==> src/logic/mf2_cfg.svh <==
/*
 * Multiface Two constants
 * Vectors, port decodes and shadow locations fixed by the CPC hardware
 */
`ifndef MF2_CFG_SVH
`define MF2_CFG_SVH

`define MF2_NMI_VECTOR        16'h0066
`define MF2_HIDE_VECTOR       16'h0065
`define MF2_PAGE_PORT_HI      14'h3FBA // FEE8 and FEEA without bit 1
`define MF2_ROM_WINDOW        3'b000
`define MF2_RAM_WINDOW        3'b001
`define MF2_RAM_DEPTH         8192

// Shadow locations inside the cartridge RAM
`define MF2_LOC_PEN           13'h1FCF
`define MF2_LOC_BORDER        13'h1FDF
`define MF2_LOC_PALETTE_BASE  13'h1F90
`define MF2_LOC_MODE          13'h1FEF
`define MF2_LOC_BANK          13'h1FFF
`define MF2_LOC_CRTC_SEL      13'h1CFF
`define MF2_LOC_CRTC_BASE     13'h1DB0
`define MF2_LOC_PPI           13'h17FF
`define MF2_LOC_UROM          13'h1AAC

// I/O port high bytes
`define MF2_PORT_GA           8'h7F
`define MF2_PORT_CRTC_SEL     8'hBC
`define MF2_PORT_CRTC_VAL     8'hBD
`define MF2_PORT_PPI          8'hF7
`define MF2_PORT_UROM         8'hDF

`endif
==> src/logic/mf2_pkg.sv <==
/*
 * Multiface Two types
 * Bus vectors, cartridge RAM offset, operator mode and paging states
 */
`default_nettype none

package mf2_pkg;

	// Z80 bus
	typedef logic [15:0] cpu_addr_t;
	typedef logic [7:0]  cpu_data_t;

	// Offset into the 8 KB cartridge RAM
	typedef logic [12:0] mf2_addr_t;

	// Operator setting
	// 0 enabled, 1 hidden, 2 or 3 disabled
	typedef logic [1:0]  mf2_mode_t;

	typedef enum logic [1:0] {
		MF2_IDLE        = 2'd0, // Not paged, no NMI
		MF2_NMI_PENDING = 2'd1, // Waiting for the 0x0066 fetch
		MF2_PAGED       = 2'd2  // ROM and RAM visible
	} mf2_state_t;

endpackage

`default_nettype wire

==> src/logic/mf2_bus_if.sv <==
/*
 * Internal Multiface bus
 * CPU bus, I/O write pulse and RAM window select shared by the sub-blocks
 */
`timescale 1ns/1ps
`default_nettype none

interface mf2_bus_if;
	import mf2_pkg::*;

	cpu_addr_t addr;
	cpu_data_t data;
	logic      io_wr_pulse;  // One cycle after io_wr rises
	logic      mem_wr;
	logic      mem_rd;
	logic      ram_en;       // Paged and address in 0x2000-0x3FFF

	// Owner of the bus
	modport ctrl (
		output addr,
		output data,
		output io_wr_pulse,
		output mem_wr,
		output mem_rd,
		output ram_en
	);

	// Hardware register snooper
	modport snoop (
		input addr,
		input data,
		input io_wr_pulse
	);

	// Cartridge RAM
	modport mem (
		input addr,
		input data,
		input mem_wr,
		input mem_rd,
		input ram_en
	);

endinterface

`default_nettype wire

==> src/logic/mf2_snoop.sv <==
/*
 * Hardware register snooper
 * Maps I/O writes to gate array, CRTC, 8255 and ROM ports onto RAM slots
 */
`timescale 1ns/1ps
`default_nettype none

`include "mf2_cfg.svh"

module mf2_snoop (
	input  logic               clk_sys,
	input  logic               reset,
	mf2_bus_if.snoop           bus,
	output logic               store_we,
	output mf2_pkg::mf2_addr_t store_addr,
	output mf2_pkg::cpu_data_t store_data
);
	import mf2_pkg::*;

	logic [4:0] pen_idx_q;   // Bit 4 selects the border
	logic [3:0] crtc_reg_q;
	logic       hit;
	logic       pen_sel;
	logic       crtc_sel;
	mf2_addr_t  loc;

	assign pen_sel  = (bus.addr[15:8] == `MF2_PORT_GA) && (bus.data[7:6] == 2'b00);
	assign crtc_sel = (bus.addr[15:8] == `MF2_PORT_CRTC_SEL);

	//////////////////// Slot decode
	always_comb begin
		hit = 1'b1;
		loc = '0;
		case (bus.addr[15:8])
			`MF2_PORT_GA: begin
				case (bus.data[7:6])
					2'b00: loc = `MF2_LOC_PEN;
					2'b01: begin
						if (pen_idx_q[4])
							loc = `MF2_LOC_BORDER;
						else
							loc = `MF2_LOC_PALETTE_BASE + mf2_addr_t'(pen_idx_q[3:0]);
					end
					2'b10: loc = `MF2_LOC_MODE;
					default: loc = `MF2_LOC_BANK;
				endcase
			end
			`MF2_PORT_CRTC_SEL: loc = `MF2_LOC_CRTC_SEL;
			`MF2_PORT_CRTC_VAL: loc = `MF2_LOC_CRTC_BASE + mf2_addr_t'(crtc_reg_q);
			`MF2_PORT_PPI:      loc = `MF2_LOC_PPI;
			`MF2_PORT_UROM:     loc = `MF2_LOC_UROM;
			default:            hit = 1'b0;     // Not a tracked port
		endcase
	end

	//////////////////// Request and index latches
	always_ff @(posedge clk_sys) begin
		if (reset) begin
			store_we   <= 1'b0;
			pen_idx_q  <= '0;
			crtc_reg_q <= '0;
		end else begin
			store_we <= bus.io_wr_pulse & hit;
			if (bus.io_wr_pulse && pen_sel)
				pen_idx_q <= bus.data[4:0];
			if (bus.io_wr_pulse && crtc_sel)
				crtc_reg_q <= bus.data[3:0];
		end
	end

	// Slot and byte held with the request
	always_ff @(posedge clk_sys) begin
		if (bus.io_wr_pulse) begin
			store_addr <= loc;
			store_data <= bus.data;
		end
	end

endmodule

`default_nettype wire

==> src/flat_wrapper.sv <==
// flat-port wrapper written by rule: the top's interface ports become plain ports
module mf2_snoop_flat import mf2_pkg::*;
  (clk_sys, reset, store_we, store_addr, store_data, bus_addr, bus_data, bus_io_wr_pulse);
  mf2_bus_if bus_i ();
  input  logic clk_sys;
  input  logic reset;
  output logic store_we;
  output mf2_pkg::mf2_addr_t store_addr;
  output mf2_pkg::cpu_data_t store_data;
  input wire logic [$bits(bus_i.addr)-1:0] bus_addr;
  input wire logic [$bits(bus_i.data)-1:0] bus_data;
  input wire logic [$bits(bus_i.io_wr_pulse)-1:0] bus_io_wr_pulse;
  assign bus_i.addr = bus_addr;
  assign bus_i.data = bus_data;
  assign bus_i.io_wr_pulse = bus_io_wr_pulse;
  mf2_snoop u_core (.clk_sys(clk_sys), .reset(reset), .bus(bus_i), .store_we(store_we), .store_addr(store_addr), .store_data(store_data));
endmodule
==> config.mk <==
export PLATFORM = sky130hd
export DESIGN_NAME = mf2_snoop_flat
export DESIGN_NICKNAME = d
export VERILOG_FILES = /design/src/logic/mf2_pkg.sv /design/src/logic/mf2_bus_if.sv /design/src/logic/mf2_snoop.sv /design/src/flat_wrapper.sv
export VERILOG_INCLUDE_DIRS = /design/src /design/src/logic
export SDC_FILE = /design/constraint.sdc
export NUM_CORES = 1
export LEC_CHECK = 0
export BUFFER_PORTS_ARGS = -buffer_cell sky130_fd_sc_hd__buf_2
export CAP_MARGIN = 5
export CORE_ASPECT_RATIO = 1.1
export CORE_MARGIN = 8
export CORE_UTILIZATION = 43
export DETAILED_ROUTE_END_ITERATION = 6
export PLACE_DENSITY = 0.74
export SETUP_SLACK_MARGIN = 0.15
export SKIP_LAST_GASP = 1
export SYNTH_ARGS = -nofsm -noshare
export SYNTH_HDL_FRONTEND = slang
export SYNTH_SLANG_ARGS = --single-unit
==> constraint.sdc <==
create_clock -name clk_sys -period 1.27 [get_ports clk_sys]
set_clock_uncertainty 0.05 [all_clocks]
set_input_delay 0 -clock clk_sys [delete_from_list [all_inputs] [get_ports clk_sys]]
set_output_delay 0 -clock clk_sys [all_outputs]
set_load 0.02 [all_outputs]
* Word-level counts from Yosys, hierarchy flattened
Index checks and enable logic that the tools add are counted.
** Word-level totals
- Register bits :: 31
- Latch bits :: 0
- RAM bits :: 0
- Bits in read-only memories :: 0
- Bits of input ports :: 27
- Output and inout port bits :: 22
- Word-level logic and storage cells :: 24
- Memories :: 0
** Operators by class
- Add/sub/neg operators :: 2
- Multiply operators :: 0
- Divide/modulo/power cells :: 0
- Order comparisons :: 0
- Equality and inequality tests :: 7
- Shift operators :: 0
- Mux-type cells :: 4
- Bitwise gates (word level) :: 1
- Reductions and logical operators :: 5
** Operators by type and width (count)
- one-hot mux 13 bit (5 select lines) :: 1
- one-hot mux 13 bit (3 select lines) :: 1
- == test 8 bit (second input constant) :: 4
- 2-to-1 mux 13 bit :: 1
- adder 11 x 5 -> 12 bit (first input constant) :: 1
- adder 8 x 5 -> 9 bit (first input constant) :: 1
- == test 8 x 7 -> 1 bit (second input constant) :: 1
- OR reduction 5 bit :: 1
- logical AND 1 bit :: 3
- == test 2 x 1 -> 1 bit (second input constant) :: 1
- == test 2 bit (second input constant) :: 1
- zero test 2 bit :: 1
- bitwise AND 1 bit :: 1
- 2-to-1 mux 1 bit :: 1

* Logic depth before layout (Yosys ltp)
- Depth after elaboration :: 4
- Depth in mapped cells :: 5
- Depth with buffers taken out :: 4

* Worst setup path before layout
No wires, ideal clock.
- Kind :: reg2reg
- Start point :: register u_core.pen_idx_q[4]
- End point :: register u_core.store_addr[0] (data pin)
- Library setup time :: 263 ps
- Arrival time :: 1000 ps
- Required time :: 957 ps
- Slack :: -42 ps
- Stages on the path, launching flop included :: 4
- Buffers on the path :: 0
- Clock period less this slack :: 1312 ps
- Path through :: dfxtp_1 -> or3b_2 -> o21ai_0 -> nand3_1
** Between the ends
- Cells in the longest elaborated chain, start to end :: 3
** RTL lines
- start, declared :: RTL line mf2_snoop.sv:20 : logic [4:0] pen_idx_q;
- start signal, assigned :: RTL line mf2_snoop.sv:65 : pen_idx_q <= bus.data[4:0];
- 2-to-1 mux 13 bit :: RTL line mf2_snoop.sv:39 : if (pen_idx_q[4])
- one-hot mux 13 bit (3 select lines) :: RTL line mf2_snoop.sv:36 : case (bus.data[7:6])
- one-hot mux 13 bit (5 select lines) :: RTL line mf2_snoop.sv:34 : case (bus.addr[15:8])
- net u_core.loc[0] :: RTL line mf2_snoop.sv:25 : mf2_addr_t loc;
- end signal, assigned :: RTL line mf2_snoop.sv:74 : store_addr <= loc;
- end, declared :: RTL line mf2_snoop.sv:15 : output mf2_pkg::mf2_addr_t store_addr,
The timed path passes the listed nets, and every way through them passes these cells.
A chain may end at the register's enable or synchronous reset.

* Final worst setup path
- Start point :: register u_core.pen_idx_q[4]
- End point :: register u_core.store_addr[2] (data pin)
Same word-level chain as after synthesis.

==> reports/results.tsv <==
metric	value	unit
status	complete, but fails checks	
failing checks	setup timing	
CP startpoint kind	flip-flop	
DRC	0	
RSZ-0062 raised after global routing	true	
Synth area leader	edfxtp_1	
iteration-0 DRC count of the detailed router	51	
Clock power frac	42.1	%
most frequent cells after synthesis	edfxtp_1, nand2_1, nor2_1, dfxtp_1, mux2i_1	
post-synth top area share	47.1	%
endpoints failing setup	1	
placed cells	191	
Clock Root Buffer	clkbuf_4	
Clk Latency, worst-skew pair	330	ps
internal power	1.86	mW
Rel. slew slack	59.6	%
io pins	49	
Initial Util	45.5	%
switching power	499	uW
Net Sw Frac	21.1	%
PortBufs	40	
GRT overflow	0	
WHS	28.1	ps
leak pwr	0.800	nW
Final Max Slew Viols	0	
vias per cell	5.29	
Post-Syn Nets	132	
worst-path cell chain	or3b_4 -> o21ai_1 -> nand3b_1	
critical path peak fanout	5	
via count	1100	
fraction of registers with async set/reset	0	%
CP peak stage delay	410	ps
Gate power share	11.5	%
hold path endpoint	u_core.store_addr[4]	
worst path bufs/invs	0	
Hold Startpoint	bus_data[6]	
Placeable Area	2800	um^2
Max Cap Viol	0	
RD Place Congestion	1.01	
minimum clock period	1290	ps
largest net degree at the start of global routing	21	
Total Power	2.36	mW
Post-DP HPWL	2280	um
FP Rows	20	
Worst path slowest cell	or3b_4	
cell count after synthesis	105	
Final Hold Fails	0	
Hold Crit Class	input pin to flip-flop	
CTS clock-pin slew for the worst setup and hold paths	100	ps
R2R cell count	3	
synth warn	0	
final instance area	1860	um^2
Post-Syn Area	1270	um^2
CTS tree	done	
gr usage total	14.4	%
Num CTS Buffers	5	
1st-pass router iterations	4	
Die Area	4970	um^2
Post-Route WL	3250	um
cell depth of the worst hold path	4	
worst flop-to-flop path endpoint	u_core.store_addr[2]	
FF+latch count, synth	30	
Routed Antenna Nets	0	
nets@finish	201	
initial antenna violation count	0	
CP top delay family	simple AND/OR/NAND/NOR gates	
reg2reg start	u_core.pen_idx_q[4]	
vias in the first global route	1143	
WP depth	3	
top post-synthesis cells by area	edfxtp_1, dfxtp_1, mux2i_1	
CP Class	flip-flop to flip-flop	
fillers	237	
Area Overhead vs Synth	45.6	%
Setup crit end kind	flip-flop	
Die Y	73.1	um
setup slack, reg-to-reg	-20	ps
Worst-Margin Slew	603	ps
global-route wire length before repair	5290	um
post-synthesis sequential area ratio	62.8	%
Setup WS post-layout	-19.9	ps
fmax	0.775	GHz
Post-synth EDFFs	20	
CTS H-tree depth	2	
Yosys cell types	27	
CTS Buffer Depth	2	
syn avg cell area	12.1	um^2
share of cells above drive strength 1	44.0	%
worst IR drop on VDD	929	uV
Clock Sinks	30	
PwrDens	1270	nW/um^2
share of power burned in registers	46.3	%
top-count cell post-synth	edfxtp_1	
Setup WS pre-CTS	-113	ps
CP Data Arrival Time	1320	ps
ant diodes	0	
Final Cycle Share	102	%
die width	67.9	um
fin cells	208	
wire per inst	15.6	um
placed cell area	1630	um^2
CP required	1300	ps
Post-synth top flop	edfxtp_1	
-- worst max-delay path by stage --
stage | slack [ps] | to | startpoint
2_1_floorplan | 50 | u_core.pen_idx_q[0] | bus_data[6]
6_report | -20 | u_core.store_addr[2] | u_core.pen_idx_q[4]
4_1_cts | 20 | u_core.store_addr[3] | u_core.pen_idx_q[4]
3_5_place_dp | -110 | u_core.crtc_reg_q[0] | bus_addr[11]
3_3_place_gp | -90 | u_core.crtc_reg_q[1] | bus_addr[11]
5_1_grt | -20 | u_core.store_addr[2] | u_core.pen_idx_q[4]
-- worst min-delay path, cell delays in order --
cell and delay, ps:
buf_2 90, buf_4 110, a21oi_1 50, nand2_1 60
-- sequential cells by signal, indices dropped and copies added (netlist names) --
register           flops
u_core.store_addr     12
u_core.store_data      8
u_core.pen_idx_q       5
u_core.crtc_reg_q      4
u_core.store_we        1
-- layer usage --
metal | track usage (%) | part of all wire (%) | up-vias
met2 | 24.0 | 53 | 46
met1 | 14.6 | 36 | 527
li1 | - | - | 519
met4 | 6.61 | 1.4 | 0
met3 | 6.91 | 9.1 | 8
met5 | 0 | 0 | -
-- cell usage in the layout (no fill, tap or decap), types with 4 or more instances in the layout --
cell,synthesis,final
buf_2,1,40
edfxtp_1,20,20
buf_4,1,15
nand2_1,13,13
nor2_1,11,11
dlygate4sd3_1,0,9
dfxtp_1,10,9
mux2i_1,9,8
nand3_1,5,5
clkbuf_4,0,5
inv_1,4,4
-- per-stage QoR --
stage	setup TNS, ps	util, %
after floorplan	0	-
after global placement	-633	58.2
after detailed placement	-1390	58.2
after CTS	0	65.4
after global routing	-26.3	66.3
final	-19.9	66.3
-- power groups by stage --
stage	Combinational, mW	Clock, mW	Sequential [mW]
after global routing	0.292	1.07	1.10
after floorplan	0.0559	0	1.18
after global placement	0.242	0	1.11
after CTS	0.270	1.02	1.09
final	0.272	0.995	1.09
after detailed placement	0.248	0	1.12
-- area by class of cell --
class,count,area (um^2),area share (%)
repair buffers,65,414,22.3
inverters,4,15.0,0.809
multi-input cells,68,473,25.5
clock inverters,2,60.1,3.23
well taps,33,41.3,2.22
clock buffers,6,51.3,2.76
flip-flops and latches,30,802,43.2
-- repair_timing --
action,in CTS,in global routing
hold endpoints to repair,18,0
pin swaps,4,0
hold buffers,9,0
setup buffers,0,0
gates resized for setup,1,6
endpoints found under the setup margin,5,7
-- logic make-up (layout without fill, tap and decap cells) --
kind of cell / count (synthesis) / count (layout) / synth area share, %
flip-flops: 30 / 30 / 62.8
AO/OA/AOI/OAI: 13 / 13 / 6.48
XOR/XNOR: 2 / 2 / 1.37
AND/OR/NAND/NOR: 44 / 44 / 19.8
multiplexers: 9 / 9 / 7.07
buffers and inverters: 7 / 77 / 2.45
No activity file was read; power rests on OpenSTA's default activity.
