File: src/logic/mf2_cfg.svh
/*
 * Multiface Two constants
 * Vectors, port decodes and shadow locations fixed by the CPC hardware
 */
`ifndef MF2_CFG_SVH
`define MF2_CFG_SVH

`define MF2_NMI_VECTOR        16'h0066
`define MF2_HIDE_VECTOR       16'h0065
`define MF2_PAGE_PORT_HI      14'h3FBA // FEE8 and FEEA without bit 1
`define MF2_ROM_WINDOW        3'b000
`define MF2_RAM_WINDOW        3'b001
`define MF2_RAM_DEPTH         8192

// Shadow locations inside the cartridge RAM
`define MF2_LOC_PEN           13'h1FCF
`define MF2_LOC_BORDER        13'h1FDF
`define MF2_LOC_PALETTE_BASE  13'h1F90
`define MF2_LOC_MODE          13'h1FEF
`define MF2_LOC_BANK          13'h1FFF
`define MF2_LOC_CRTC_SEL      13'h1CFF
`define MF2_LOC_CRTC_BASE     13'h1DB0
`define MF2_LOC_PPI           13'h17FF
`define MF2_LOC_UROM          13'h1AAC

// I/O port high bytes
`define MF2_PORT_GA           8'h7F
`define MF2_PORT_CRTC_SEL     8'hBC
`define MF2_PORT_CRTC_VAL     8'hBD
`define MF2_PORT_PPI          8'hF7
`define MF2_PORT_UROM         8'hDF

`endif
File: src/logic/mf2_pkg.sv
/*
 * Multiface Two types
 * Bus vectors, cartridge RAM offset, operator mode and paging states
 */
`default_nettype none

package mf2_pkg;

	// Z80 bus
	typedef logic [15:0] cpu_addr_t;
	typedef logic [7:0]  cpu_data_t;

	// Offset into the 8 KB cartridge RAM
	typedef logic [12:0] mf2_addr_t;

	// Operator setting
	// 0 enabled, 1 hidden, 2 or 3 disabled
	typedef logic [1:0]  mf2_mode_t;

	typedef enum logic [1:0] {
		MF2_IDLE        = 2'd0, // Not paged, no NMI
		MF2_NMI_PENDING = 2'd1, // Waiting for the 0x0066 fetch
		MF2_PAGED       = 2'd2  // ROM and RAM visible
	} mf2_state_t;

endpackage

`default_nettype wire

File: src/logic/mf2_bus_if.sv
/*
 * Internal Multiface bus
 * CPU bus, I/O write pulse and RAM window select shared by the sub-blocks
 */
`timescale 1ns/1ps
`default_nettype none

interface mf2_bus_if;
	import mf2_pkg::*;

	cpu_addr_t addr;
	cpu_data_t data;
	logic      io_wr_pulse;  // One cycle after io_wr rises
	logic      mem_wr;
	logic      mem_rd;
	logic      ram_en;       // Paged and address in 0x2000-0x3FFF

	// Owner of the bus
	modport ctrl (
		output addr,
		output data,
		output io_wr_pulse,
		output mem_wr,
		output mem_rd,
		output ram_en
	);

	// Hardware register snooper
	modport snoop (
		input addr,
		input data,
		input io_wr_pulse
	);

	// Cartridge RAM
	modport mem (
		input addr,
		input data,
		input mem_wr,
		input mem_rd,
		input ram_en
	);

endinterface

`default_nettype wire

File: src/logic/mf2_control.sv
/*
 * Multiface Two control
 * Strobe edges, NMI and paging FSM, hide flag and ROM/RAM window decode
 */
`timescale 1ns/1ps
`default_nettype none

`include "mf2_cfg.svh"

module mf2_control (
	input  logic               clk_sys,
	input  logic               reset,
	input  mf2_pkg::mf2_mode_t mode,
	input  logic               key_nmi,
	input  logic               m1,
	input  logic               io_wr,
	input  logic               mem_wr,
	input  logic               mem_rd,
	input  mf2_pkg::cpu_addr_t cpu_addr,
	input  mf2_pkg::cpu_data_t cpu_dout,
	mf2_bus_if.ctrl            bus,
	output logic               nmi,
	output logic               rom_en,
	output logic               ram_en
);
	import mf2_pkg::*;

	logic       key_q;
	logic       key_qq;
	logic       m1_q;
	logic       m1_qq;
	logic       io_wr_q;
	logic       io_wr_qq;
	logic       key_rise;
	logic       m1_rise;
	logic       io_wr_pulse;
	logic       fetch_nmi;
	logic       fetch_hide;
	logic       page_wr;
	logic       paged;
	logic       hide_q;
	mf2_state_t state_q;
	mf2_state_t state_d;

	//////////////////// Edges
	always_ff @(posedge clk_sys) begin
		if (reset) begin
			key_q    <= 1'b0;
			key_qq   <= 1'b0;
			m1_q     <= 1'b0;
			m1_qq    <= 1'b0;
			io_wr_q  <= 1'b0;
			io_wr_qq <= 1'b0;
		end else begin
			key_q    <= key_nmi;
			key_qq   <= key_q;
			m1_q     <= m1;
			m1_qq    <= m1_q;
			io_wr_q  <= io_wr;
			io_wr_qq <= io_wr_q;
		end
	end

	assign key_rise    = key_q & ~key_qq;
	assign m1_rise     = m1_q & ~m1_qq;
	assign io_wr_pulse = io_wr_q & ~io_wr_qq;

	// Vector fetches and FEE8/FEEA writes
	assign fetch_nmi  = m1_rise && (cpu_addr == `MF2_NMI_VECTOR) && (state_q == MF2_NMI_PENDING);
	assign fetch_hide = m1_rise && (cpu_addr == `MF2_HIDE_VECTOR) && paged;
	assign page_wr    = io_wr_pulse && (cpu_addr[15:2] == `MF2_PAGE_PORT_HI);

	//////////////////// Paging FSM
	always_comb begin
		state_d = state_q;
		case (state_q)
			MF2_IDLE: begin
				if (page_wr && !cpu_addr[1] && !hide_q)
					state_d = MF2_PAGED;        // FEE8
				else if (key_rise && !mode[1])
					state_d = MF2_NMI_PENDING;
			end
			MF2_NMI_PENDING: begin
				if (fetch_nmi)
					state_d = MF2_PAGED;
			end
			MF2_PAGED: begin
				// FEEA pages out
				if (page_wr && cpu_addr[1])
					state_d = MF2_IDLE;
			end
			default: state_d = MF2_IDLE;
		endcase
	end

	always_ff @(posedge clk_sys) begin
		if (reset) begin
			state_q <= MF2_IDLE;
			hide_q  <= (mode != 2'b00);
		end else begin
			state_q <= state_d;
			if (fetch_nmi)
				hide_q <= 1'b0;     // NMI entry reveals the cartridge
			else if (fetch_hide)
				hide_q <= 1'b1;
		end
	end

	//////////////////// Windows
	assign paged  = (state_q == MF2_PAGED);
	assign nmi    = (state_q == MF2_NMI_PENDING);
	assign rom_en = paged && (cpu_addr[15:13] == `MF2_ROM_WINDOW);
	assign ram_en = paged && (cpu_addr[15:13] == `MF2_RAM_WINDOW);

	assign bus.addr        = cpu_addr;
	assign bus.data        = cpu_dout;
	assign bus.io_wr_pulse = io_wr_pulse;
	assign bus.mem_wr      = mem_wr;
	assign bus.mem_rd      = mem_rd;
	assign bus.ram_en      = ram_en;

endmodule

`default_nettype wire

File: src/flat_wrapper.sv
// flat-port wrapper written by rule: the top's interface ports become plain ports
module mf2_control_flat import mf2_pkg::*;
  (clk_sys, reset, mode, key_nmi, m1, io_wr, mem_wr, mem_rd, cpu_addr, cpu_dout, nmi, rom_en, ram_en, bus_addr, bus_data, bus_io_wr_pulse, bus_mem_wr, bus_mem_rd, bus_ram_en);
  mf2_bus_if bus_i ();
  input  logic clk_sys;
  input  logic reset;
  input  mf2_pkg::mf2_mode_t mode;
  input  logic key_nmi;
  input  logic m1;
  input  logic io_wr;
  input  logic mem_wr;
  input  logic mem_rd;
  input  mf2_pkg::cpu_addr_t cpu_addr;
  input  mf2_pkg::cpu_data_t cpu_dout;
  output logic nmi;
  output logic rom_en;
  output logic ram_en;
  output wire logic [$bits(bus_i.addr)-1:0] bus_addr;
  output wire logic [$bits(bus_i.data)-1:0] bus_data;
  output wire logic [$bits(bus_i.io_wr_pulse)-1:0] bus_io_wr_pulse;
  output wire logic [$bits(bus_i.mem_wr)-1:0] bus_mem_wr;
  output wire logic [$bits(bus_i.mem_rd)-1:0] bus_mem_rd;
  output wire logic [$bits(bus_i.ram_en)-1:0] bus_ram_en;
  assign bus_addr = bus_i.addr;
  assign bus_data = bus_i.data;
  assign bus_io_wr_pulse = bus_i.io_wr_pulse;
  assign bus_mem_wr = bus_i.mem_wr;
  assign bus_mem_rd = bus_i.mem_rd;
  assign bus_ram_en = bus_i.ram_en;
  mf2_control u_core (.clk_sys(clk_sys), .reset(reset), .mode(mode), .key_nmi(key_nmi), .m1(m1), .io_wr(io_wr), .mem_wr(mem_wr), .mem_rd(mem_rd), .cpu_addr(cpu_addr), .cpu_dout(cpu_dout), .bus(bus_i), .nmi(nmi), .rom_en(rom_en), .ram_en(ram_en));
endmodule
File: config.mk
export PLATFORM = sky130hd
export DESIGN_NAME = mf2_control_flat
export DESIGN_NICKNAME = d
export VERILOG_FILES = /design/src/logic/mf2_pkg.sv /design/src/logic/mf2_bus_if.sv /design/src/logic/mf2_control.sv /design/src/flat_wrapper.sv
export VERILOG_INCLUDE_DIRS = /design/src /design/src/logic
export SDC_FILE = /design/constraint.sdc
export NUM_CORES = 1
export LEC_CHECK = 0
export ABC_AREA = 1
export BUFFER_PORTS_ARGS = -buffer_cell sky130_fd_sc_hd__buf_2
export CAP_MARGIN = 20
export CORE_MARGIN = 3
export CORE_UTILIZATION = 38
export DETAILED_ROUTE_END_ITERATION = 6
export GPL_TIMING_DRIVEN = 0
export PLACE_DENSITY = 0.86
export SETUP_SLACK_MARGIN = 0.05
export SYNTH_ARGS = -nofsm -noshare
export SYNTH_HDL_FRONTEND = slang
export SYNTH_SLANG_ARGS = --single-unit
File: constraint.sdc
create_clock -name clk_sys -period 1.5 [get_ports clk_sys]
set_input_delay 0.075 -clock clk_sys [delete_from_list [all_inputs] [get_ports clk_sys]]
set_output_delay 0.075 -clock clk_sys [all_outputs]
set_load 0.02 [all_outputs]
# Word level (Yosys, flattened, before mapping)

Index checks and enable logic that the tools add are counted.

RAM bits: 0
Word-level logic and storage cells: 50
Output and inout port bits: 31
Input port bits: 33
Register bits after elaboration: 9
Latch bits: 0
ROM bits: 0
Memories: 0

Equal/unequal tests: 9
Add/subtract/negate cells: 0
$lt $le $gt $ge: 0
Bitwise gates (word level): 6
Divide/modulo/power cells: 0
Multipliers: 0
Reductions and logical operators: 19
Shifts and indexed selects: 0
Multiplexer cells: 8

Operators with widths:

| operator             | count |
|---|---|
| $eq 16x7->1 const B  | 2 |
| $eq 14x14->1 const B | 1 |
| $logic_and 1x1->1    | 11 |
| $mux 2               | 4 |
| $pmux 2 s3           | 1 |
| $and 1x1->1          | 3 |
| $eq 3x1->1 const B   | 1 |
| $logic_not 1->1      | 3 |
| $logic_not 3->1      | 1 |
| $mux 1               | 3 |
| $ne 3x1->1 const B   | 1 |
| $not 1->1            | 3 |
| $reduce_and 3->1     | 1 |
| $reduce_bool 3->1    | 1 |
| $eq 2x1->1 const B   | 1 |
| $eq 2x2->1 const B   | 1 |
| $logic_not 2->1      | 1 |
| $ne 2x1->1 const B   | 1 |
| $ne 2x2->1 const B   | 1 |
| $reduce_bool 2->1    | 1 |

# Longest topological paths before layout

Gate-level depths: netlist (run 1).

Depth in word-level cells: 7
Gate-level depth with buffers: 11
Gate-level depth less buffers: 11

# Least setup slack after synthesis (run 1)

OpenSTA, ideal clock, no wires.

Path type: reg2out
From: register u_core.state_q[1]
To: output ram_en
Buffers on the path: 1
Required time: 1.425 ns
Arrival time: 1.679 ns
Cell stages (with the launch flop): 6
Setup slack: -0.254 ns
Path through: dfxtp_1 > inv_1 > nor2_2 > inv_1 > nor4b_1 > buf_4

Longest elaborated chain between the ends: 2

Ends and longest elaborated chain:

| what                   | line               | RTL |
|---|---|---|
| from (decl)            | mf2_control.sv:42  | `mf2_state_t state_q;` |
| from (signal assigned) | mf2_control.sv:101 | `state_q <= state_d;` |
| $eq 2x2->1             | mf2_control.sv:110 | `assign paged = (state_q == MF2_PAGED);` |
| $logic_and 1x1->1      | mf2_control.sv:113 | `` assign ram_en = paged && (cpu_addr[15:13] == `MF2_RAM_WINDOW); `` |
| to (decl)              | flat_wrapper.sv:17 | `output logic ram_en;` |

Every way passes these cells.

# Worst setup path after layout (run 1)

From: register u_core.state_q[1]
To: register u_core.hide_q (enable)

Longest elaborated chain between the ends: 3
Elaborated cells between the ends (all ways): 5
Classes of those cells: eq/ne (2); reduce/logical (3)

Ends and longest elaborated chain:

| what                                            | line                                  | RTL |
|---|---|---|
| $eq 2x2->1 / $eq 2x1->1 (equally long branches) | mf2_control.sv:110, mf2_control.sv:69 |  |
| $logic_and 1x1->1 (on tied branches)            | mf2_control.sv:70, mf2_control.sv:69  |  |
| $reduce_bool 3->1 (no line) (*)                 | --                                    |  |
| to (signal assigned)                            | mf2_control.sv:99                     | `hide_q <= (mode != 2'b00);` |
| to (decl)                                       | mf2_control.sv:41                     | `logic hide_q;` |

Every way passes the cells marked *; elsewhere a longest branch is shown, timed or not.
A chain may end at the register's enable or synchronous reset.

==> results.md, run 1 <==
- Fraction of layout cells with a size suffix above 1: 60.5%
- Worst min path class: primary input to flip-flop
- Fin. Hold Viols: 0
- Crit Path Category: flip-flop to flip-flop
- Yosys cell types: 24
- Drc violations: 0
- Max-cap viol count: 0
- I/O pin total: 64
- RSZ-0062 raised after global routing: yes
- Pwr Density: 961 nW/um^2
- Area fraction of the dominant cell type after synthesis: 25.5%
- Die span in y: 51.7 um
- Placed Area: 1090 um^2
- Core Footprint: 1840 um^2
- First-pass DRT Iterations: 4
- Synth Net Count: 154
- Fillcell total: 171
- Slew HR: 75.7%
- Final instance area: 1230 um^2
- Htree depth: 1
- DRT iter0 DRCs: 5
- Post-Syn Area: 795 um^2
- Avg Inst Size Synth: 6.57 um^2
- Initial Util: 43.2%
- CP Max Fanout: 2
- Startpoint types: flip-flop
- Total gr overflow: 0
- CTS clk-pin slew, worst paths: 0.06 ns
- Worst vdd ir: 726 uV
- Routed WL: 2040 um
- Clock skew: 0.00103 ns
- Post-detail-place hpwl: 1660 um
- Fin crit share: 93.9%
- Tightest Pin Transition: 0.364 ns
- Post-synth top area cell: buf_4
- Post-synth EDFFs: 1
- Pre-CTS WS: 0.0919 ns
- CTS tree: built
- Total GRT Usage: 14.0%
- Synth area leaders: buf_4 (26%), dfxtp_1 (20%), nor2_1 (10%)
- Hold buffers post-CTS: 0
- Yosys Warn Count: 0
- Post-route ant nets: 0
- CP Capture Type: flip-flop
- Setup violators final: 0
- Register area share after synthesis: 23.9%
- Clock tree buffer depth: 2
- Vias/cell: 4.15
- Via Count: 872
- Largest net degree at the start of global routing: 10
- GPL Wtd Cong: 0.738
- Port Buf Inserts: 52
- Detailed-route wire length per cell: 9.71 um
- Core Rows: 15
- Register Area: 193 um^2
- Top-count cell post-synth: buf_4
- Insertion delay to the later sink of the worst-skew pair: 0.25 ns
- Leak: 0.000705 uW
- Setup TNS: 0 ns
- Asr flop ratio synth: 0%
- Run status: finished clean
- P&R area growth vs syn: 55.0%
- Die Width: 51.7 um
- First-pass GRT wire length: 2910 um
- Num Clock Sinks: 9
- Initial antenna violation count: 0
- R2r setup slk: 0.09 ns
- Synth top cells by count: buf_4 (27), nor2_1 (22), inv_1 (19)
- Full die area: 2680 um^2
- CTS root buffer: clkbuf_4
- Worst EP arrival: 1.38 ns
- Synthesized instance count: 121
- Synth Register Bits: 9
- Main synth FF type: dfxtp_1
- Min setup slack post-route: 0.0922 ns
- NumNets Final: 219
- Critical path required time: 1.47 ns
- Diode count: 0
- Maximum clock frequency: 710 MHz
- Fin crit period: 1.41 ns
- CTS buffer count: 3
- Multi-input logic area: 369 um^2
- Vias in the first global route: 828
- Final-report max-slew violation count: 0
[path summary, 6_finish.rpt]
check | start | to | depth (start not counted)
min reg2reg | u_core.m1_q | u_core.m1_qq | 2
max | u_core.state_q[1] | u_core.hide_q | 6
min | io_wr | u_core.io_wr_q | 3
max reg2reg | u_core.state_q[1] | u_core.hide_q | 6
[layout make-up]
cell class / count / area share, %
multi-input cells: 63 / 30.0
flip-flops and latches: 9 / 15.7
clock buffers: 4 / 2.13
inverters: 21 / 6.40
plain buffers: 28 / 16.8
well taps: 25 / 2.54
repair buffers: 60 / 26.5
[through the flow]
step | utilization (%) | cells | hold WS [ns] | total power [uW]
after floorplan | - | 121 | 0.182 | 649
after CTS | 64.8 | 209 | 0.0159 | 1110
final | 66.9 | 210 | 0.0190 | 1180
after detailed placement | 59.4 | 198 | 0.285 | 782
after global placement | 59.4 | 198 | 0.274 | 752
after global routing | 66.9 | 210 | 0.0190 | 1260
[report_power, final]
part / internal [uW] / switching, uW / total, uW
Combinational: 330 / 362 / 692
Sequential: 281 / 30.5 / 311
Clock: 102 / 77.3 / 179
[worst max-delay path, cell delays in order (launching register included)]
cell	delay (ns)
dfxtp_2	0.34
inv_2	0.05
nor2_4	0.11
inv_2	0.06
buf_4	0.14
nor4_2	0.23
a31o_1	0.19
[sequential cells by signal (all words and copies together) (netlist names)]
signal and flops:
u_core.key_q 1, u_core.m1_q 1, u_core.io_wr_qq 1, u_core.io_wr_q 1, u_core.m1_qq 1, u_core.hide_q 1
u_core.key_qq 1, u_core.state_q 2
[routing by layer]
layer / part of all wire (%) / wire length, um / track usage [%]
met4: 0.59 / 12 / 6.99
met2: 56 / 1130 / 29.9
met3: 8.8 / 180 / 2.58
met1: 35 / 712 / 11.7
met5: 0 / 0 / 0
[cell families (layout without fill, tap and decap cells)]
group,Yosys count,after routing,synth area share (%)
flip-flops,9,9,23.9
AND/OR/NAND/NOR,58,58,36.5
buffers and inverters,49,113,35.9
AO/OA/AOI/OAI,5,5,3.62
[layout by cell type (no fill, tap or decap), types with 3 or more instances in the layout]
master,n
nor2_4,4
buf_4,35
buf_2,51
nor2_1,22
inv_2,4
nand2_1,17
clkbuf_4,3
inv_1,17
dfxtp_1,6
nand3_1,3
[repair_timing]
action | CTS | global route
pin swaps | 2 | 2
buffers inserted | 7 | 1
gates resized for setup | 7 | 8
endpoints found under the setup margin | 2 | 6
Note: power is estimated with default switching activity, not from simulation.
==> inputs of run 2 (changes only) <==
--- a/config.mk
+++ b/config.mk
@@ -13,6 +13,7 @@
 export CORE_UTILIZATION = 38
 export DETAILED_ROUTE_END_ITERATION = 6
 export GPL_TIMING_DRIVEN = 0
+export HOLD_SLACK_MARGIN = 0.05
 export PLACE_DENSITY = 0.86
 export SETUP_SLACK_MARGIN = 0.05
 export SYNTH_ARGS = -nofsm -noshare
==> run 2 against run 1 <==
  * Count of clock-buffer cells in the layout unchanged
  * Critical path type unchanged
  * Routed wire length increased by 1.4%
  * Sequential power about the same
  * Combinational power rose by 0.9%
  * Clock power barely moved
  * Global-route usage increased by 0.24 points
  * Critical endpoint unchanged
  * Sequential cell count unchanged
  * Fmax about the same
==> results.md, run 2 (synthesis gave the netlist of run 1 again) <==
- Initial antenna violation count: 0
- Max reg flops: 2
- Setup TNS: 0 ns
- Max-cap viol count: 0
- Detailed-route wire length per cell: 9.71 um
- CTS tree: built
- Post-detail-place hpwl: 1660 um
- P&R area growth vs syn: 58.7%
- Die span in y: 51.7 um
- Register Area: 193 um^2
- CTS root buffer: clkbuf_4
- Commonest non-fill, non-tap cell in the layout: buf_2
- Multi-input logic area: 369 um^2
- Reg with most FFs: u_core.state_q
- Port Buf Inserts: 52
- I/O pin total: 64
- R2R depth: 6
- Total gr overflow: 0
- Routed WL: 2070 um
- CP Max Fanout: 2
- Tightest Pin Transition: 0.350 ns
- Clock tree buffer depth: 2
- RSZ-0062 raised after global routing: yes
- Fin crit share: 93.9%
- Insertion delay to the later sink of the worst-skew pair: 0.25 ns
- Total GRT Usage: 14.2%
- Critical path required time: 1.47 ns
- Fin. Hold Viols: 0
- Vias/cell: 4.14
- GPL Wtd Cong: 0.738
- Core Rows: 15
- CP Capture Type: flip-flop
- Full die area: 2680 um^2
- Crit Path Category: flip-flop to flip-flop
- Core Footprint: 1840 um^2
- Setup violators final: 0
- Startpoint types: flip-flop
- Min setup slack post-route: 0.0922 ns
- Fin crit period: 1.41 ns
- DRT iter0 DRCs: 5
- Htree depth: 1
- Pwr Density: 942 nW/um^2
- Most frequent cells in the layout: buf_2 (51), buf_4 (35), nor2_1 (22), inv_1 (17), nand2_1 (17)
- WHS Path Cells: 3
- Maximum clock frequency: 710 MHz
- Clock skew: 0.00110 ns
- Initial Util: 43.2%
- Diode count: 0
- Final instance area: 1260 um^2
- Pre-CTS WS: 0.0919 ns
- First-pass DRT Iterations: 4
- Post-route ant nets: 0
- Worst min path class: primary input to flip-flop
- CTS clk-pin slew, worst paths: 0.06 ns
- Die Width: 51.7 um
- Worst vdd ir: 726 uV
- Vias in the first global route: 846
- Leak: 0.000717 uW
- NumNets Final: 222
- Fillcell total: 166
- Fraction of layout cells with a size suffix above 1: 59.6%
- Placed Area: 1090 um^2
- Largest net degree at the start of global routing: 10
- Via Count: 882
- Slew HR: 76.6%
- First-pass GRT wire length: 2960 um
- Num Clock Sinks: 9
- Run status: finished clean
- Worst EP arrival: 1.38 ns
- Final-report max-slew violation count: 0
- CTS buffer count: 3
- Drc violations: 0
-- run 2: changes by cell type in the layout (fill, tap and decap cells not counted), sizes merged --
cell         before  now
dlygate4sd3       0    3
-- run 2: final cells by class --
| class | count | share of cell area [%] |
|---|---|---|
| Timing Repair Buffer | 63 | 28.3 |
| Inverter | 21 | 6.25 |
| Sequential cell | 9 | 15.3 |
| Clock buffer | 4 | 2.08 |
| Buffer | 28 | 16.4 |
| Multi-Input combinational cell | 63 | 29.3 |
| Tap cell | 25 | 2.48 |
-- run 2: power by group --
part           leakage, uW  switching (uW)  internal (uW)
Clock            0.0000150            77.2            102
Combinational     0.000626             363            335
Sequential       0.0000768            30.4            281
Total             0.000717             471            718
-- run 2: routing by layer --
layer,global-route usage (%),up-vias,share of wire [%]
met2,30.7,41,56
met3,2.58,2,8.6
met5,0,-,0
met1,11.7,368,35
met4,6.99,0,0.58
li1,-,471,-
-- run 2: worst max-delay path, cell delays in order, from the launching register on --
cell and delay (ns):
dfxtp_2 0.34, inv_2 0.05, nor2_4 0.11, inv_2 0.06
buf_4 0.14, nor4_2 0.23, a31o_1 0.19
-- run 2: final timing paths --
| kind | from | endpoint | slack (ns) |
|---|---|---|---|
| setup / recovery | u_core.state_q[1] | u_core.hide_q | 0.09 |
| hold / removal | mode[0] | u_core.hide_q | 0.13 |
| setup reg to reg | u_core.state_q[1] | u_core.hide_q | 0.09 |
| hold reg to reg | u_core.m1_q | u_core.m1_qq | 0.44 |
-- run 2: metrics by stage --
stage,total power (uW),cells,utilization [%],hold slack (ns)
after floorplan,649,121,-,0.182
after global placement,752,198,59.4,0.274
after detailed placement,782,198,59.4,0.285
after CTS,1110,212,66.5,0.127
after global routing,1270,213,68.6,0.161
final,1190,213,68.6,0.134
-- run 2: timing repair --
item,in CTS,in global routing
cloned,0,0
hold buffers,3,0
endpoints found under the setup margin,2,6
gates resized for setup,7,8
setup buffers,7,1
pin swaps,2,2
hold endpoints to repair,3,0
==> inputs of run 3 (changes only) <==
--- a/config.mk
+++ b/config.mk
@@ -7,7 +7,7 @@
 export NUM_CORES = 1
 export LEC_CHECK = 0
 export ABC_AREA = 1
-export BUFFER_PORTS_ARGS = -buffer_cell sky130_fd_sc_hd__buf_2
+export BUFFER_PORTS_ARGS = -buffer_cell sky130_fd_sc_hd__buf_4
 export CAP_MARGIN = 20
 export CORE_MARGIN = 3
 export CORE_UTILIZATION = 38
==> run 3 against run 2 <==
  * Critical path depth stayed put
  * Register-to-register slack improved by 0.08 ns
  * First-iteration DRC count is 80% higher
  * Combinational power decreased by 13%
  * Via count decreased by 3.3%
  * Routed wire length fell by 10%
  * Non-clock buffer count is 5 lower
  * Design area increased by 5.7%
  * Count of clock-buffer cells in the layout unchanged
  * Sequential cell count unchanged
  * Sequential share of layout area shrank 0.91 points
  * Clock skew about the same
  * Highest routed layer unchanged
==> results.md, run 3 (synthesis gave the netlist of run 1 again) <==
- Worst vdd ir: 592 uV
- Maximum clock frequency: 733 MHz
- Fin crit share: 90.9%
- Non-filler cells, final: 208
- Tightest Pin Transition: 0.348 ns
- Largest net degree at the start of global routing: 10
- Setup violators final: 0
- Initial Util: 43.2%
- Fin crit period: 1.36 ns
- R2r setup slk: 0.17 ns
- Pwr Density: 823 nW/um^2
- CTS clk-pin slew, worst paths: 0.06 ns
- Hold WS: 0.150 ns
- Run status: finished clean
- CTS tree: built
- I/O pin total: 64
- Startpoint types: flip-flop
- Detailed-route wire length per cell: 8.90 um
- First-pass GRT wire length: 2870 um
- Critical R2R Launch: u_core.state_q[1]
- Crit Path Category: flip-flop to output pin
- CP endpoint: ram_en
- Routed WL: 1850 um
- Die Width: 51.7 um
- CTS root buffer: clkbuf_4
- CP Max Fanout: 3
- Final-report max-slew violation count: 0
- Insertion delay to the later sink of the worst-skew pair: 0.26 ns
- DRT iter0 DRCs: 9
- Leak: 0.000728 uW
- Fin. Hold Viols: 0
- Core Rows: 15
- P&R area growth vs syn: 67.7%
- CTS buffer count: 3
- Vias/cell: 4.10
- NumNets Final: 217
- Total GRT Usage: 13.8%
- Slew HR: 76.8%
- Die span in y: 51.7 um
- Most frequent cells in the layout: buf_4 (81), nor2_1 (22), inv_1 (17), nand2_1 (17), dfxtp_1 (7)
- Initial antenna violation count: 0
- Max-cap viol count: 0
- Max reg flops: 2
- Critical path required time: 1.42 ns
- First-pass DRT Iterations: 4
- Vias in the first global route: 781
- Post-route ant nets: 0
- Num Clock Sinks: 9
- RSZ-0062 raised after global routing: yes
- Drc violations: 0
- Setup TNS: 0 ns
- Reg-to-reg endpoint: u_core.hide_q
- Commonest non-fill, non-tap cell in the layout: buf_4
- Clock skew: 0.00133 ns
- GPL Wtd Cong: 0.700
- Fraction of layout cells with a size suffix above 1: 56.3%
- Clock tree buffer depth: 2
- Diode count: 0
- R2R depth: 6
- Via Count: 853
- Worst EP arrival: 1.29 ns
- Core Footprint: 1840 um^2
- Reg with most FFs: u_core.state_q
- Htree depth: 1
- Post-detail-place hpwl: 1570 um
- Setup crit start: u_core.state_q[1]
- CP Capture Type: output pin
- Total gr overflow: 0
- Dpl cells: 198
- Port Buf Inserts: 52
- Worst min path class: primary input to flip-flop
- Min-delay src: mode[0]
- Full die area: 2680 um^2
## run 3: changes by cell type in the layout (fill, tap and decap cells not counted)
cell	change
buf_2	-51
inv_2	-1
o21ai_1	+1
nand2_4	-2
nand2_2	+2
a21oi_2	-1
a21oi_1	+1
o21ai_2	-1
dfxtp_2	-1
clkinv_1	+1
dfxtp_1	+1
buf_4	+46
## run 3: worst max-delay path, cell delays in order (launching register included)
cell and delay (ns):
dfxtp_2 0.33, inv_2 0.05, nor2_4 0.10, inv_2 0.05, nor4b_4 0.23, buf_4 0.16, buf_6 0.10
## run 3: timing repair
item,CTS,global route
gates resized for setup,5,3
hold buffers,3,0
setup buffers,3,0
setup endpoints to repair,2,4
hold endpoints to repair,3,0
pin swaps,2,1
cloned,0,0
## run 3: where the power goes
part	switching [uW]	total [uW]	internal (uW)
combinational	314	608	294
clock	82.9	185	102
sequential	25.2	303	278
## run 3: area by class of cell
class                   count  area (um^2)
fillers                   168          507
repair buffers             58          447
multi-input cells          63          352
plain buffers              28          206
flip-flops and latches      9          191
inverters                  21         78.8
well taps                  25         31.3
clock buffers               4         26.3
## run 3: worst min-delay path by stage
stage / endpoint / depth (start not counted)
2_1_floorplan: u_core.io_wr_q / 2
3_3_place_gp: u_core.io_wr_q / 3
3_5_place_dp: u_core.io_wr_q / 3
4_1_cts: u_core.hide_q / 3
5_1_grt: u_core.hide_q / 3
6_report: u_core.hide_q / 3
## run 3: metal layers
metal	part of all wire [%]	GRT usage, %	vias up
li1	-	-	461
met1	36	13.9	350
met2	53	26.5	40
met3	11	1.72	2
met4	0.76	8.73	0
met5	0	0	-
## run 3: per-stage QoR
step	power [uW]	setup slack, ns	util, %	cell area [um^2]
3_3_place_gp	800	0.166	66.5	1220
3_5_place_dp	828	0.151	66.5	1220
6_report	1100	0.136	72.4	1330
2_1_floorplan	649	0.0790	-	801
5_1_grt	1180	0.0300	72.4	1330
4_1_cts	1090	0.0622	71.5	1320
